<file path="src/hdl/microrocCtrlPkg.sv">
package microrocCtrlPkg;

  //////////////////////////////////////////////////////////////////////
  // Configuration field widths
  //////////////////////////////////////////////////////////////////////
  localparam int HOLD_DELAY_W = 8;   // Trigger to hold, in Clk cycles
  localparam int HOLD_TIME_W  = 16;  // Hold width, in Clk cycles
  localparam int RAZ_DELAY_W  = 4;   // Trigger OR to RAZ, in Clk cycles
  localparam int RAZ_WIDTH_W  = 6;   // Holds the widest RAZ entry

  // Cycles of active-low timestamp counter reset
  localparam int TS_RESET_CYCLES = 8;

  //////////////////////////////////////////////////////////////////////
  // RAZ pulse width selection
  //////////////////////////////////////////////////////////////////////
  typedef enum logic [1:0] {
    raz75ns  = 2'd0,
    raz250ns = 2'd1,
    raz500ns = 2'd2,
    raz1us   = 2'd3
  } razMode_t;

  // Widths at 40 MHz, indexed by razMode_t
  localparam logic [RAZ_WIDTH_W-1:0] RAZ_WIDTH_TABLE [4] = '{6'd3, 6'd10, 6'd20, 6'd40};

  // Hold pulse sequencer
  typedef enum logic [1:0] {holdIdle, holdDelay, holdActive} holdState_t;

  // External RAZ sequencer
  typedef enum logic [1:0] {razIdle, razWait, razPulse} razState_t;

endpackage

</file>
<file path="src/hdl/externalRazGenerate.sv">
module externalRazGenerate (
  input  logic                                   Clk,
  input  logic                                   reset,
  input  logic                                   TriggerIn,          // Trigger OR of the chain
  input  logic                                   ExternalRazEnable,
  input  logic [microrocCtrlPkg::RAZ_DELAY_W-1:0] ExternalRazDelayTime,
  input  microrocCtrlPkg::razMode_t              RazMode,
  input  logic                                   forceRaz,           // Bypasses enable and delay
  output logic                                   RazChn
);
  import microrocCtrlPkg::*;

  razState_t              razState;
  logic [RAZ_WIDTH_W-1:0] razCount;
  logic                   trigPrev;
  logic                   forcePrev;
  logic                   trigEdge;
  logic                   forceEdge;

  assign trigEdge  = TriggerIn & ~trigPrev;
  assign forceEdge = forceRaz & ~forcePrev;

  //////////////////////////////////////////////////////////////////////
  // RAZ request handling
  //////////////////////////////////////////////////////////////////////
  always_ff @(posedge Clk) begin
    if (reset) begin
      razState  <= razIdle;
      razCount  <= '0;
      trigPrev  <= 1'b0;
      forcePrev <= 1'b0;
      RazChn    <= 1'b0;
    end else begin
      trigPrev  <= TriggerIn;
      forcePrev <= forceRaz;
      case (razState)
        razIdle: begin
          // Forced request wins and skips the programmed delay
          if (forceEdge) begin
            razState <= razWait;
            razCount <= '0;
          end else if (trigEdge && ExternalRazEnable) begin
            razState <= razWait;
            razCount <= RAZ_WIDTH_W'(ExternalRazDelayTime);
          end
        end
        razWait: begin
          if (razCount == '0) begin
            razState <= razPulse;
            RazChn   <= 1'b1;
            razCount <= RAZ_WIDTH_TABLE[RazMode] - RAZ_WIDTH_W'(1);  // Mode latched here
          end else begin
            razCount <= razCount - RAZ_WIDTH_W'(1);
          end
        end
        razPulse: begin
          if (razCount == '0) begin
            razState <= razIdle;
            RazChn   <= 1'b0;
          end else begin
            razCount <= razCount - RAZ_WIDTH_W'(1);
          end
        end
        default: razState <= razIdle;
      endcase
    end
  end

  // Pulse only leaves the block through the pulse state
  razIdleQuiet: assert property (@(posedge Clk) disable iff (reset)
    (razState == razIdle) |-> !RazChn)
    else $error("RazChn high while RAZ sequencer idle");

endmodule

</file>
<file path="src/hdl/holdGenerate.sv">
module holdGenerate (
  input  logic                                    Clk,
  input  logic                                    reset,
  input  logic                                    TriggerIn,
  input  logic                                    HoldEnable,
  input  logic [microrocCtrlPkg::HOLD_DELAY_W-1:0] HoldDelay,
  input  logic [microrocCtrlPkg::HOLD_TIME_W-1:0]  HoldTime,   // At least 1
  output logic                                    HoldSignal,
  output logic                                    holdForceRaz
);
  import microrocCtrlPkg::*;

  holdState_t             holdState;
  logic [HOLD_TIME_W-1:0] holdCount;   // Shared by delay and width phases
  logic                   trigPrev;
  logic                   trigEdge;
  logic [HOLD_TIME_W-1:0] highCycles;  // Length of the current hold

  assign trigEdge = TriggerIn & ~trigPrev;

  //////////////////////////////////////////////////////////////////////
  // Delay then width sequencer
  //////////////////////////////////////////////////////////////////////
  always_ff @(posedge Clk) begin
    if (reset) begin
      holdState    <= holdIdle;
      holdCount    <= '0;
      trigPrev     <= 1'b0;
      HoldSignal   <= 1'b0;
      holdForceRaz <= 1'b0;
    end else begin
      trigPrev     <= TriggerIn;
      holdForceRaz <= 1'b0;  // Single-cycle strobe
      case (holdState)
        holdIdle: begin
          if (trigEdge && HoldEnable) begin
            holdState <= holdDelay;
            holdCount <= HOLD_TIME_W'(HoldDelay);  // Zero-extended delay
          end
        end
        holdDelay: begin
          if (holdCount == '0) begin
            holdState  <= holdActive;
            HoldSignal <= 1'b1;
            holdCount  <= HoldTime - HOLD_TIME_W'(1);
          end else begin
            holdCount <= holdCount - HOLD_TIME_W'(1);
          end
        end
        holdActive: begin
          if (holdCount == '0) begin
            holdState    <= holdIdle;
            HoldSignal   <= 1'b0;
            holdForceRaz <= 1'b1;  // Analog reset follows every hold
          end else begin
            holdCount <= holdCount - HOLD_TIME_W'(1);
          end
        end
        default: holdState <= holdIdle;
      endcase
    end
  end

  // Counts cycles spent with hold asserted
  always_ff @(posedge Clk) begin
    if (reset || !HoldSignal) begin
      highCycles <= '0;
    end else begin
      highCycles <= highCycles + HOLD_TIME_W'(1);
    end
  end

  holdWidthBound: assert property (@(posedge Clk) disable iff (reset)
    HoldSignal |-> (highCycles < HoldTime))
    else $error("HoldSignal held longer than HoldTime");

endmodule

</file>
<file path="src/hdl/microrocCommonControl.sv">
module microrocCommonControl #(
  parameter int chainCount = 4
) (
  input  logic                                    Clk,
  input  logic                                    reset,
  input  logic                                    TriggerIn,
  input  logic                                    TriggerOr,
  // Hold
  input  logic                                    HoldEnable,
  input  logic [microrocCtrlPkg::HOLD_DELAY_W-1:0] HoldDelay,
  input  logic [microrocCtrlPkg::HOLD_TIME_W-1:0]  HoldTime,
  output logic                                    HoldSignal,
  // External RAZ
  input  logic                                    ExternalRazSignalEnable,
  input  logic [microrocCtrlPkg::RAZ_DELAY_W-1:0]  ExternalRazDelayTime,
  input  microrocCtrlPkg::razMode_t               RazMode,
  input  logic [chainCount-1:0]                   ForceExternalRaz,
  output logic                                    RazChn,
  // 1 selects slow control register, 0 read register
  input  logic                                    SlowControlOrReadScopeSelect,
  output logic                                    Select,
  input  logic [chainCount-1:0]                   ResetB,
  output logic                                    AsicResetB,
  // Timestamp and external trigger
  input  logic                                    ResetTimeStamp,
  input  logic                                    DataTrigger,
  input  logic                                    DataTriggerEnable,
  output logic                                    rstCounterB,
  output logic                                    TrigExt,
  // Readout completion
  input  logic [chainCount-1:0]                   OnceEnd,
  input  logic [chainCount-1:0]                   EndReadoutParameter,
  output logic                                    RamReadoutDone,
  // Power pulsing enables
  input  logic [chainCount-1:0]                   PwrOnA,
  input  logic [chainCount-1:0]                   PwrOnD,
  input  logic [chainCount-1:0]                   PwrOnAdc,
  input  logic [chainCount-1:0]                   PwrOnDac,
  output logic                                    PwrOnAOut,
  output logic                                    PwrOnDOut,
  output logic                                    PwrOnAdcOut,
  output logic                                    PwrOnDacOut
);

  logic holdForceRaz;  // End of hold
  logic forceRaz;

  assign forceRaz = (|ForceExternalRaz) | holdForceRaz;  // Any chain or the hold

  holdGenerate u_holdGenerate (
    .Clk          (Clk),
    .reset        (reset),
    .TriggerIn    (TriggerIn),
    .HoldEnable   (HoldEnable),
    .HoldDelay    (HoldDelay),
    .HoldTime     (HoldTime),
    .HoldSignal   (HoldSignal),
    .holdForceRaz (holdForceRaz)
  );

  externalRazGenerate u_externalRazGenerate (
    .Clk                  (Clk),
    .reset                (reset),
    .TriggerIn            (TriggerOr),
    .ExternalRazEnable    (ExternalRazSignalEnable),
    .ExternalRazDelayTime (ExternalRazDelayTime),
    .RazMode              (RazMode),
    .forceRaz             (forceRaz),
    .RazChn               (RazChn)
  );

  timeStampSync u_timeStampSync (
    .Clk               (Clk),
    .reset             (reset),
    .ResetTimeStamp    (ResetTimeStamp),
    .DataTrigger       (DataTrigger),
    .DataTriggerEnable (DataTriggerEnable),
    .rstCounterB       (rstCounterB),
    .TrigExt           (TrigExt)
  );

  readoutDoneDetect #(
    .chainCount (chainCount)
  ) u_readoutDoneDetect (
    .Clk                 (Clk),
    .reset               (reset),
    .OnceEnd             (OnceEnd),
    .EndReadoutParameter (EndReadoutParameter),
    .RamReadoutDone      (RamReadoutDone)
  );

  //////////////////////////////////////////////////////////////////////
  // Chain-wide static controls
  //////////////////////////////////////////////////////////////////////
  assign Select      = ~SlowControlOrReadScopeSelect;  // ASIC pin is inverted
  assign AsicResetB  = |ResetB;
  assign PwrOnAOut   = |PwrOnA;    // Analog
  assign PwrOnDOut   = |PwrOnD;    // Digital
  assign PwrOnAdcOut = |PwrOnAdc;
  assign PwrOnDacOut = |PwrOnDac;

endmodule

</file>
<file path="src/hdl/readoutDoneDetect.sv">
module readoutDoneDetect #(
  parameter int chainCount = 4
) (
  input  logic                  Clk,
  input  logic                  reset,
  input  logic [chainCount-1:0] OnceEnd,              // Per-chain end of RAM readout
  input  logic [chainCount-1:0] EndReadoutParameter,  // Chains taking part
  output logic                  RamReadoutDone
);

  logic [chainCount-1:0] onceEndPrev;
  logic [chainCount-1:0] onceEndRise;
  logic [chainCount-1:0] endFlags;     // Sticky, one per chain
  logic                  allDone;

  assign onceEndRise = OnceEnd & ~onceEndPrev;

  // Every participating chain finished, empty mask never counts
  assign allDone = (|EndReadoutParameter) &&
                   ((endFlags & EndReadoutParameter) == EndReadoutParameter);

  //////////////////////////////////////////////////////////////////////
  // Flag collection and done pulse
  //////////////////////////////////////////////////////////////////////
  always_ff @(posedge Clk) begin
    if (reset) begin
      onceEndPrev    <= '0;
      endFlags       <= '0;
      RamReadoutDone <= 1'b0;
    end else begin
      onceEndPrev    <= OnceEnd;
      RamReadoutDone <= allDone;
      if (allDone) begin
        endFlags <= onceEndRise;  // Fresh round, keep any new end
      end else begin
        endFlags <= endFlags | onceEndRise;
      end
    end
  end

  doneNeedsMask: assert property (@(posedge Clk) disable iff (reset)
    RamReadoutDone |-> $past(|EndReadoutParameter))
    else $error("RamReadoutDone raised with empty chain mask");

endmodule

</file>
<file path="src/hdl/timeStampSync.sv">
module timeStampSync (
  input  logic Clk,
  input  logic reset,
  input  logic ResetTimeStamp,
  input  logic DataTrigger,
  input  logic DataTriggerEnable,
  output logic rstCounterB,      // Active low
  output logic TrigExt
);
  import microrocCtrlPkg::*;

  logic       rtsPrev;
  logic       dtPrev;
  logic       rtsEdge;
  logic       dtEdge;
  logic       dtHit;         // Gated trigger, one stage before output
  logic [3:0] stretchCount;  // Remaining counter reset cycles

  assign rtsEdge = ResetTimeStamp & ~rtsPrev;
  assign dtEdge  = DataTrigger & ~dtPrev;

  always_ff @(posedge Clk) begin
    if (reset) begin
      rtsPrev      <= 1'b0;
      dtPrev       <= 1'b0;
      stretchCount <= '0;
      rstCounterB  <= 1'b1;  // Counter runs after reset
      dtHit        <= 1'b0;
      TrigExt      <= 1'b0;
    end else begin
      rtsPrev <= ResetTimeStamp;
      dtPrev  <= DataTrigger;
      // New request restarts the stretch
      if (rtsEdge) begin
        stretchCount <= 4'(TS_RESET_CYCLES);
      end else if (stretchCount != '0) begin
        stretchCount <= stretchCount - 4'd1;
      end
      rstCounterB <= (stretchCount == '0);
      dtHit       <= dtEdge & DataTriggerEnable;  // Enable sampled with the edge
      TrigExt     <= dtHit;
    end
  end

  trigExtSingle: assert property (@(posedge Clk) disable iff (reset)
    TrigExt |=> !TrigExt)
    else $error("TrigExt wider than one cycle");

endmodule

</file>
<file path="config.mk">
export PLATFORM = sky130hd
export DESIGN_NAME = microrocCommonControl
export DESIGN_NICKNAME = d
export VERILOG_FILES = /design/src/hdl/microrocCtrlPkg.sv /design/src/hdl/externalRazGenerate.sv /design/src/hdl/holdGenerate.sv /design/src/hdl/microrocCommonControl.sv /design/src/hdl/readoutDoneDetect.sv /design/src/hdl/timeStampSync.sv
export SDC_FILE = /design/constraint.sdc
export NUM_CORES = 1
export LEC_CHECK = 0
export BUFFER_PORTS_ARGS = -buffer_cell sky130_fd_sc_hd__buf_2
export CAP_MARGIN = 30
export CORE_MARGIN = 2
export CORE_UTILIZATION = 26
export CTS_BUF_LIST = sky130_fd_sc_hd__clkbuf_4 sky130_fd_sc_hd__clkbuf_8 sky130_fd_sc_hd__clkbuf_16
export CTS_CLUSTER_SIZE = 14
export DETAILED_ROUTE_END_ITERATION = 8
export PLACE_DENSITY = 0.53
export SKIP_LAST_GASP = 1
export SLEW_MARGIN = 0
export SYNTH_ARGS = -nofsm -noshare
export SYNTH_HDL_FRONTEND = slang
export SYNTH_SLANG_ARGS = --single-unit
</file>
<file path="constraint.sdc">
create_clock -name Clk -period 2.6 [get_ports Clk]
set_input_delay 0.26 -clock Clk [delete_from_list [all_inputs] [get_ports Clk]]
set_output_delay 0.26 -clock Clk [all_outputs]
set_load 0.01 [all_outputs]
</file>
==> results.yml <==
layout:
  design.final.nets: 558
  finalCoreUtilization_pct: 32.6
  syn_to_final_growth_pct: 23.8
  insertedDiodeCount: 0
  final_cells: 620
  fill_cells: 1266
  layout-drive-gt1-share_pct: 24.1
drt:
  wl_cell_um: 13.9
  drtIter0Drc: 273
  drc_errors: 0
  post_drt_via_cell_ratio: 5.07
  vias: 3142
  drt_pre_antenna_iters: 5
  finalWirelength_mm: 8.61
  route.antenna.remaining_nets: 0
power:
  power_uw: 3590
  powerDensity_nw_per_um2: 926
  peakVddDrop_uv: 343
  p_leak_uw: 0.00161
clock_network:
  cts_setup_buffers: 0
  cts_h_tree_depth: 2
  clock_sinks: 50
  inserted_clock_buffers: 5
  cts.hold.buffers_added: 0
  cts-resized-gates: 0
  cts_root_buffer: "clkbuf_16"
  clk_latency_ns: 0.29
  cts.reportedPaths.clkPinSlew_ns: 0.07
  maximum_clock_path_buffer_count: 2
  cts_tree: "built"
timing:
  finalCritPeriodShare_pct: 84.4
  maximum_clock_rate_mhz: 456
  timing.final.crit_period_ns: 2.19
  fin_skew_ns: 0.00777
  final-setup-viol-count: 0
  worst_slew_pin_slew_ns: 0.845
  fin_tns_setup_ns: 0
  hold_violations: 0
  grt_setup_unrepaired: "no"
  worst_slew_margin_rel_pct: 43.1
  drv_slew: 0
synth:
  post_synth_inst_count: 390
  synth_area_per_cell_sq_um: 8.04
  yosysTopAreaCell: "dfxtp_1"
  synth_area_leaders: "dfxtp_1 32%, ha_1 5.6%, a21oi_1 5.3%"
  synth_most_common_cell: "dfxtp_1"
  most_used_standard_cells_in_the_synthesized_netlist: "50 x dfxtp_1, 33 x a21oi_1, 32 x inv_1"
  mappedNetlistArea_sq_um: 3130
  synth-seq-area-share_pct: 31.9
  ys.flop_type: "dfxtp_1"
  yosys.cell_types.count: 60
  synth_seq_cells: 50
  ys_async_sr_fraction_pct: 0
  synth-edff-count: 0
  mappedNetlistNets: 476
  synthDominantCellAreaShare_pct: 31.9
  yosysWarningCount: 0
die:
  boundaryPins: 83
  core_area_sq_um: 11900
  dieArea_sq_um: 12900
  die_width_um: 114
  initial_core_util_pct: 26.3
  rows: 40
  die_h_um: 114
setup_path:
  worst-endpoint-required_ns: 2.76
  timing.critical_path.cells: "nor4_2 > and4_1 > nand2_1 > a21o_1 > a221oi_1 > o32ai_1"
  critical_path_arrival_ns: 2.36
  critical_path.startpoint: "u_holdGenerate.holdCount[8]"
  max_stage_delay_ns: 0.46
  crit-reg2reg-launch: "u_holdGenerate.holdCount[8]"
  critical_path.endpoint_type: "register"
  worstSetupStartpointType: "register"
  crit_fanout: 9
  timing.critical_path.slowest_stage_cell: "and4_1"
  timing_worst_setup_path_type: "register to register"
grt:
  grt_overall_usage_pct: 13.3
  grt_max_degree: 32
  first_global_vias: 2958
  grt_first_pass_wirelength_mm: 13.9
  globalRouteOverflowTotal: 0
  antenna_found_initial: 0
placement:
  placed_cells_incl_taps: 612
  post-dp-hpwl_mm: 6.55
  finalWeightedCongestion: 0.903
  place.port_buffers: 82
run_status:
  status: "complete, no violations"
run:
  max_cap_viol_count: 0
hold_path:
  hp-start: "ForceExternalRaz[1]"
  hold_class: "primary input to register"
## final cells by class
type / count / area (sq um) / area share, %
Timing Repair Buffer: 90 / 470 / 12.1
Multi-Input combinational cell: 293 / 1950 / 50.2
Sequential cell: 50 / 1000 / 25.8
Tap cell: 147 / 184 / 4.74
Clock inverter: 2 / 16.3 / 0.419
Clock buffer: 6 / 139 / 3.58
Inverter: 32 / 120 / 3.10
## critical path, delay by kind of cell (launching register included)
family / cells / cell delay, ns
AO/OA/AOI/OAI: 3 / 0.63
flip-flops: 1 / 0.36
AND/OR/NAND/NOR: 3 / 1.08
## through the flow
| stage | worst slack (ns) | hold slack [ns] | instance area, sq um |
|---|---|---|---|
| after floorplan | 0.608 | 0.339 | 3130 |
| after global placement | 0.414 | 0.423 | 3720 |
| after detailed placement | 0.366 | 0.434 | 3720 |
| after CTS | 0.422 | 0.197 | 3880 |
| after global routing | 0.236 | 0.206 | 3880 |
| final | 0.406 | 0.196 | 3880 |
## where the power goes
group | internal (uW) | switching, uW
combinational | 774 | 1110
sequential | 898 | 125
clock | 387 | 304
total | 2060 | 1530
## sequential cells by signal (all words and copies together), names as in the netlist, 2 cells and up
signal / cells
u_readoutDoneDetect.endFlags: 4
u_externalRazGenerate.razCount: 6
u_holdGenerate.holdCount: 16
u_holdGenerate.holdState: 2
u_externalRazGenerate.razState: 2
u_timeStampSync.stretchCount: 4
u_readoutDoneDetect.onceEndPrev: 4
## cells in the final DEF (no fill, tap or decap), types with 3 or more instances in the layout
master      n
o211ai_1    5
a21oi_1    33
inv_1      32
nor4_1      3
xnor2_1    15
ha_1       14
clkbuf_16   5
nand4_1     3
nor2b_1    13
dfxtp_1    50
nor3_1     13
buf_4       8
a211oi_1    7
and2_1      4
a221oi_1    3
nand3_1     8
buf_2      82
or4_1       9
xor2_1      8
a21o_1      6
nand2_1    23
a31oi_1     4
nor2_1     29
a22o_1      7
or3_1       5
o31ai_1     3
o21ai_0    25
a22oi_1     6
o32ai_1     3
## worst paths after layout
check                               endpoint  slack [ns]  depth (start not counted)
min reg2reg          u_timeStampSync.TrigExt        0.44                          1
max reg2reg     u_holdGenerate.holdCount[11]        0.41                          6
max             u_holdGenerate.holdCount[11]        0.41                          6
min          u_externalRazGenerate.forcePrev        0.20                          3
## metal layers
metal | global-route usage, % | part of all wire, %
met1 | 18.0 | 47
met3 | 2.44 | 6.7
met2 | 21.7 | 45
met4 | 3.50 | 0.71
met5 | 0 | 0
## logic make-up after synthesis
group           after synthesis  synth area share (%)
simple gates                132                  23.4
compound gates              121                  25.7
flops                        50                  31.9
buf+inv                      47                  5.87
xor+xnor                     23                  6.43
fa+ha+maj                    14                  5.59
mux                           3                 0.998
No activity file was read; power rests on OpenSTA's default activity.
